**config.mk**
```make
export PLATFORM = sky130hd
export DESIGN_NAME = stream_to_reg
export DESIGN_NICKNAME = d
export VERILOG_FILES = /design/src/ros2_msg_pkg.sv /design/src/stream_to_reg.sv
export VERILOG_INCLUDE_DIRS = /design/src /design/src/src
export SDC_FILE = /design/constraint.sdc
export NUM_CORES = 1
export LEC_CHECK = 0
export ABC_AREA = 1
export BUFFER_PORTS_ARGS = -buffer_cell sky130_fd_sc_hd__buf_2
export CORE_MARGIN = 8
export CORE_UTILIZATION = 49
export DETAILED_ROUTE_END_ITERATION = 7
export PLACE_DENSITY = 0.79
export SLEW_MARGIN = 5
export SYNTH_ARGS = -nofsm -noshare
export SYNTH_HDL_FRONTEND = slang
export SYNTH_SLANG_ARGS = --single-unit
```
**constraint.sdc**
```tcl
create_clock -name clk_int -period 15.01 [get_ports clk_int]
set_clock_uncertainty 0.05 [all_clocks]
set_input_delay 2.2515 -clock clk_int [delete_from_list [all_inputs] [get_ports clk_int]]
set_output_delay 2.2515 -clock clk_int [all_outputs]
set_load 0.005 [all_outputs]
```
**src/ros2_config.svh**
```systemverilog
`ifndef ROS2_CONFIG_SVH
`define ROS2_CONFIG_SVH

// ==============================
// Publish path sizing
// ==============================

`define ROS2_MAX_APP_DATA_LEN 32  // Bytes per message
`define ROS2_NUM_TOPICS 4  // Channels behind the demux

// ==============================
// Size-class LED bounds
// ==============================

`define ROS2_LED_R_MAX 10  // Red up to this length
`define ROS2_LED_G_MAX 20  // Green up to this length, blue above

`endif
```
**src/ros2_msg_pkg.sv**
```systemverilog
`include "ros2_config.svh"

package ros2_msg_pkg;

    // ==============================
    // Derived widths
    // ==============================

    localparam int TOPIC_W    = $clog2(`ROS2_NUM_TOPICS);
    localparam int BYTE_IDX_W = $clog2(`ROS2_MAX_APP_DATA_LEN);  // Byte position in payload

    // ==============================
    // Message types
    // ==============================

    typedef logic [7:0] msg_byte_t;
    typedef logic [7:0] msg_len_t;  // Byte count
    typedef logic [TOPIC_W-1:0] topic_id_t;

    // Byte 0 sits in the lowest bits, same as the core's app data bus
    typedef msg_byte_t [`ROS2_MAX_APP_DATA_LEN-1:0] msg_payload_t;

    localparam msg_len_t MSG_LEN_MAX = msg_len_t'(`ROS2_MAX_APP_DATA_LEN);

endpackage

```
**src/stream_to_reg.sv**
```systemverilog
module stream_to_reg
    import ros2_msg_pkg::*;
(
    input  logic         clk_int,
    input  logic         rst_n_int,

    // Byte side from the demux
    input  logic         i_strobe,
    input  msg_byte_t    i_data,
    input  logic         i_last,

    // Message side to the arbiter
    input  logic         i_take,
    output logic         o_full,
    output msg_payload_t o_data,
    output msg_len_t     o_data_len
);

    logic                  full_q;
    logic                  busy_q;  // Inside a message
    msg_len_t              len_q;
    msg_payload_t          data_q;
    logic                  room;
    logic [BYTE_IDX_W-1:0] wr_pos;

    // Length doubles as the write position
    assign room   = (len_q < MSG_LEN_MAX);
    assign wr_pos = len_q[BYTE_IDX_W-1:0];

    // ==============================
    // Control
    // ==============================

    always_ff @(posedge clk_int or negedge rst_n_int) begin
        if (!rst_n_int) begin
            full_q <= 1'b0;
            busy_q <= 1'b0;
            len_q  <= '0;
        end else begin
            if (i_strobe) begin
                busy_q <= ~i_last;
                if (!busy_q) begin
                    len_q <= msg_len_t'(1);  // First byte restarts the count
                end else if (room) begin
                    len_q <= len_q + msg_len_t'(1);
                end
            end

            if (i_strobe && i_last) begin
                full_q <= 1'b1;
            end else if (i_take) begin
                full_q <= 1'b0;
            end
        end
    end

    // ==============================
    // Payload
    // ==============================

    always_ff @(posedge clk_int) begin
        if (i_strobe) begin
            if (!busy_q) begin
                data_q    <= '0;  // Zero fill behind a short message
                data_q[0] <= i_data;
            end else if (room) begin
                data_q[wr_pos] <= i_data;
            end
            // Beyond the maximum the byte is taken and dropped
        end
    end

    assign o_full     = full_q;
    assign o_data     = data_q;
    assign o_data_len = len_q;

endmodule

```
==> summary.txt <==
Hold path
  • Worst hold path stage count: 2
  • Hold Path Class: reg -> reg

Synthesis
  • Number of warning messages in the yosys log: 0
  • Fraction of synthesis flops using an asynchronous set or reset pin: 0.0376
  • Cell area after technology mapping: about 12000 µm²
  • Complex-gate fraction of the synthesized area: 0.103
  • Main combinational cell family by area after synthesis: simple AND/OR/NAND/NOR gates
  • Synthesized-area fraction occupied by xor and xnor cells: 0.000702
  • Post-Synthesis Cells: roughly 1200
  • Sequential share of the synthesized area: 0.636
  • Portion of netlist area occupied by mux cells: 0
  • EDFF count, synth: about 260
  • Simple logic cell fraction of the synthesized area: 0.207
  • Synthesized area per cell: between 10 and 15 µm²
  • Post-synthesis share of cell area spent on full adders, half adders and majority gates: 0.00401
  • Post-synth net total: approximately 1300
  • Seq cells post-synth: 266
  • Commonest register cell after synthesis: edfxtp_1
  • Distinct cell type count of the synthesized netlist: 24

Pwr
  • Share of total power in combinational logic: 0.170
  • Net switching component of the power: 0.000553 W
  • Total Power Consumption: about 0.0019 W
  • Sw Share: 0.291
  • Sequential group share of total power: 0.498
  • Worst vdd ir: just under 0.08 mV
  • Power Dens Cells: roughly 130 nW/µm²
  • Internal power component: about 0.0013 W
  • Standby leakage power: 5.96 nW
  • Clock group share of total power: 0.333

Clock tree
  • Root Driver: clkbuf_16
  • Clock tree from TritonCTS: built
  • CTS sink cnt: approximately 270
  • Post-CTS setup-driven buffer insertion count: 0
  • Number of buffers between clock root and the deepest sink: 3
  • Number of hold buffers added after cts: 0
  • Worst-Skew Late Latency: around 0.54 ns
  • Max H-tree Level: 1
  • Post-CTS sizing: 0
  • Inserted Clock Buffers: 28
  • Register clock-pin slew on the reported worst setup and hold paths: 0.06 ns

Global routing
  • Most congested layer reported by global routing: met2
  • Met1 layer usage reported by global route: 0.301
  • Total congestion overflow after global routing: 0
  • Number of global-route vias before repair: 9832
  • Number of antenna violations at the first check in global routing: 0
  • Pin count of the biggest net entering global routing: roughly 180
  • All-Layer GR Usage: 0.228
  • Met2 demand-to-capacity share in global routing: 0.371
  • First-pass GRT wire length: approximately 57000 µm
  • Routing usage on met3: 0.0520

Placement
  • Final weighted congestion in routability-driven placement: slightly below 0.8
  • Count of input and output buffers: 277
  • Area after DPL: between 10000 and 15000 µm²
  • Final HPWL DP: about 23000 µm

Timing
  • Max-slew headroom: 0.299
  • Period utilization: 0.283
  • Accumulated negative setup slack: 0 ns
  • Fin. max-slew vios: 0
  • Unrepaired setup endpoints after global routing: no
  • Worst Max-Slew Pin Slew: between 1 and 1.5 ns
  • Final number of setup-violating endpoints: 0
  • Max Clock Freq: 235 MHz
  • Time the worst path needs with I/O delays and setup: 4.25 ns
  • Number of endpoints with negative hold slack in the final report: 0

Finish
  • Count of antenna diodes in the layout: 0
  • Ratio of cells with drive above 1 in the final layout: 0.240
  • Nets@finish: ~1500
  • Area grow syn2layout: 18.0%
  • Post-route cell area: 14700 µm²

Critical path
  • Worst stage delay on the critical path: between 0.8 and 0.9 ns
  • Number of gates on the worst path with buffers counted: 5
  • Cell class contributing the biggest share of worst-path delay: buffers and inverters
  • Data arrival at the endpoint of the critical path: around 4.4 ns
  • Library cell contributing the largest single delay on the critical path: buf_4
  • Required time reported for the critical path endpoint: 15.12 ns
  • Critical path start-end classification: in -> reg
  • Critical Path Fanout Max: ~180
  • R2r worst-path depth: 5
  • Launching element type of the critical path: primary input
  • Count of buffering cells on the critical path with inverters included: 4
  • Chain of cells forming the critical path: buf_2 > inv_1 > a21oi_4 > buf_12 > buf_4
  • Endpoint kind of the worst setup timing path: flop

Floorplan
  • Horizontal extent of the die: around 180 µm
  • Starting density of the core: 0.497
  • I/O pin count: ~280
  • Core outline area: 25100 µm²
  • Die Area: roughly 31000 µm²
  • Die Height: 176 µm
  • Row cnt: 58

Drt
  • First drt pass iteration count: 7
  • Final routed DRC violation total: 0
  • Antenna-violating nets left: 0
  • Routed wire per std cell: roughly 21 µm
  • Final Routed Wirelength: ~38000 µm
  • Vias per Instance: roughly 6
  • 1st-iter DRT viols: roughly 1500
  • Overall via count from detail_route: ~11000

Outcome
  • Result of the run: finished clean

Flow run
  • Number of max-capacitance violations reported: 0
[layout by cell type (no fill, tap or decap)]
cell / Yosys / final
dfrtp_2: 0 / 2
xor2_1: 1 / 1
clkinv_8: 0 / 1
inv_1: 27 / 27
buf_2: 16 / 277
o21a_1: 1 / 1
nand2_1: 166 / 166
clkbuf_1: 58 / 10
nand4_1: 91 / 91
nor2_8: 1 / 1
nand3_1: 74 / 74
a21oi_1: 146 / 145
inv_2: 8 / 7
ha_2: 0 / 4
buf_12: 0 / 1
nand3_2: 7 / 7
nor2_4: 7 / 7
nand3_4: 1 / 1
clkinv_2: 1 / 7
clkinv_1: 0 / 6
dfrtp_1: 10 / 8
o21ai_0: 110 / 110
inv_4: 1 / 2
clkinvlp_4: 0 / 1
edfxtp_1: 256 / 256
nor2_1: 223 / 223
buf_4: 13 / 7
a21oi_4: 0 / 1
clkbuf_16: 0 / 28
[worst register-to-register path: cells and delay by family (launching register included)]
kind	cells	cell delay (ns)
buffers and inverters	2	1.70
AOI/OAI and AO/OA	1	0.18
DFF	1	0.39
and+or+nand+nor	2	0.27
[cells by family (layout without fill, tap and decap cells)]
logic type,Yosys count,after routing
xor+xnor,1,1
fa+ha+maj,4,4
flops,266,266
simple gates,570,570
compound gates,257,257
buf+inv,136,374
[power groups by stage]
| stage | clock network [W] | registers [W] | logic [W] |
|---|---|---|---|
| floorplan | 0 | 0.000963 | 0.000186 |
| global placement | 0 | 0.000958 | 0.000313 |
| detailed placement | 0 | 0.000958 | 0.000323 |
| CTS | 0.000640 | 0.000944 | 0.000323 |
| global route | 0.000668 | 0.000951 | 0.000353 |
| finish | 0.000632 | 0.000945 | 0.000322 |
[metrics by stage]
step | std cells | hold slack [ns] | setup slack [ns] | utilization
floorplan | 1234 | 0.460 | 5.14 | -
global placement | 1750 | 0.453 | 10.33 | 0.554
detailed placement | 1750 | 0.471 | 10.27 | 0.554
CTS | 1802 | 0.480 | 10.82 | 0.587
global route | 1802 | 0.506 | 10.67 | 0.587
finish | 1802 | 0.475 | 10.76 | 0.587
[sequential cells by signal, indices dropped and copies added (netlist names)]
register and count:
busy_q 1, o_data_len 8, o_data 256, o_full 1
[area by class of cell]
| type | count | area, µm² |
|---|---|---|
| fillers | 2169 | 10400 |
| clock inverters | 14 | 76.3 |
| well taps | 330 | 413 |
| clock buffers | 38 | 738 |
| multi-input cells | 832 | 3960 |
| flip-flops and latches | 266 | 7940 |
| repair buffers | 285 | 1460 |
| inverters | 37 | 145 |
[worst paths after layout]
kind	start	end	slack, ns
max	i_strobe	o_data[63]	10.76
min	o_data_len[7]	o_data_len[7]	0.48
max reg2reg	o_data_len[7]	o_data[63]	12.00
min reg2reg	o_data_len[7]	o_data_len[7]	0.48
max in group asynchronous	rst_n_int	o_data_len[2]	13.16
min in group asynchronous	rst_n_int	o_data_len[5]	1.52
[metal layers]
metal	up-vias	part of all wire
met5	-	0
met4	0	0.026
met3	68	0.11
met2	616	0.48
met1	5072	0.39
li1	4826	-
[Yosys cell counts (7+ instances only)]
cell type,count,area share
buf_1,8,0.0024
nand3_2,7,0.0056
edfxtp_1,256,0.62
nor2_1,223,0.067
inv_2,8,0.0024
nor2_4,7,0.0063
o21ai_0,110,0.044
nand2_1,166,0.050
nand4_1,91,0.046
a21oi_1,146,0.059
nand3_1,74,0.030
clkbuf_1,58,0.017
buf_4,13,0.0078
inv_1,27,0.0081
buf_2,16,0.0064
dfrtp_1,10,0.020
Power figures use the tool's default switching activity.
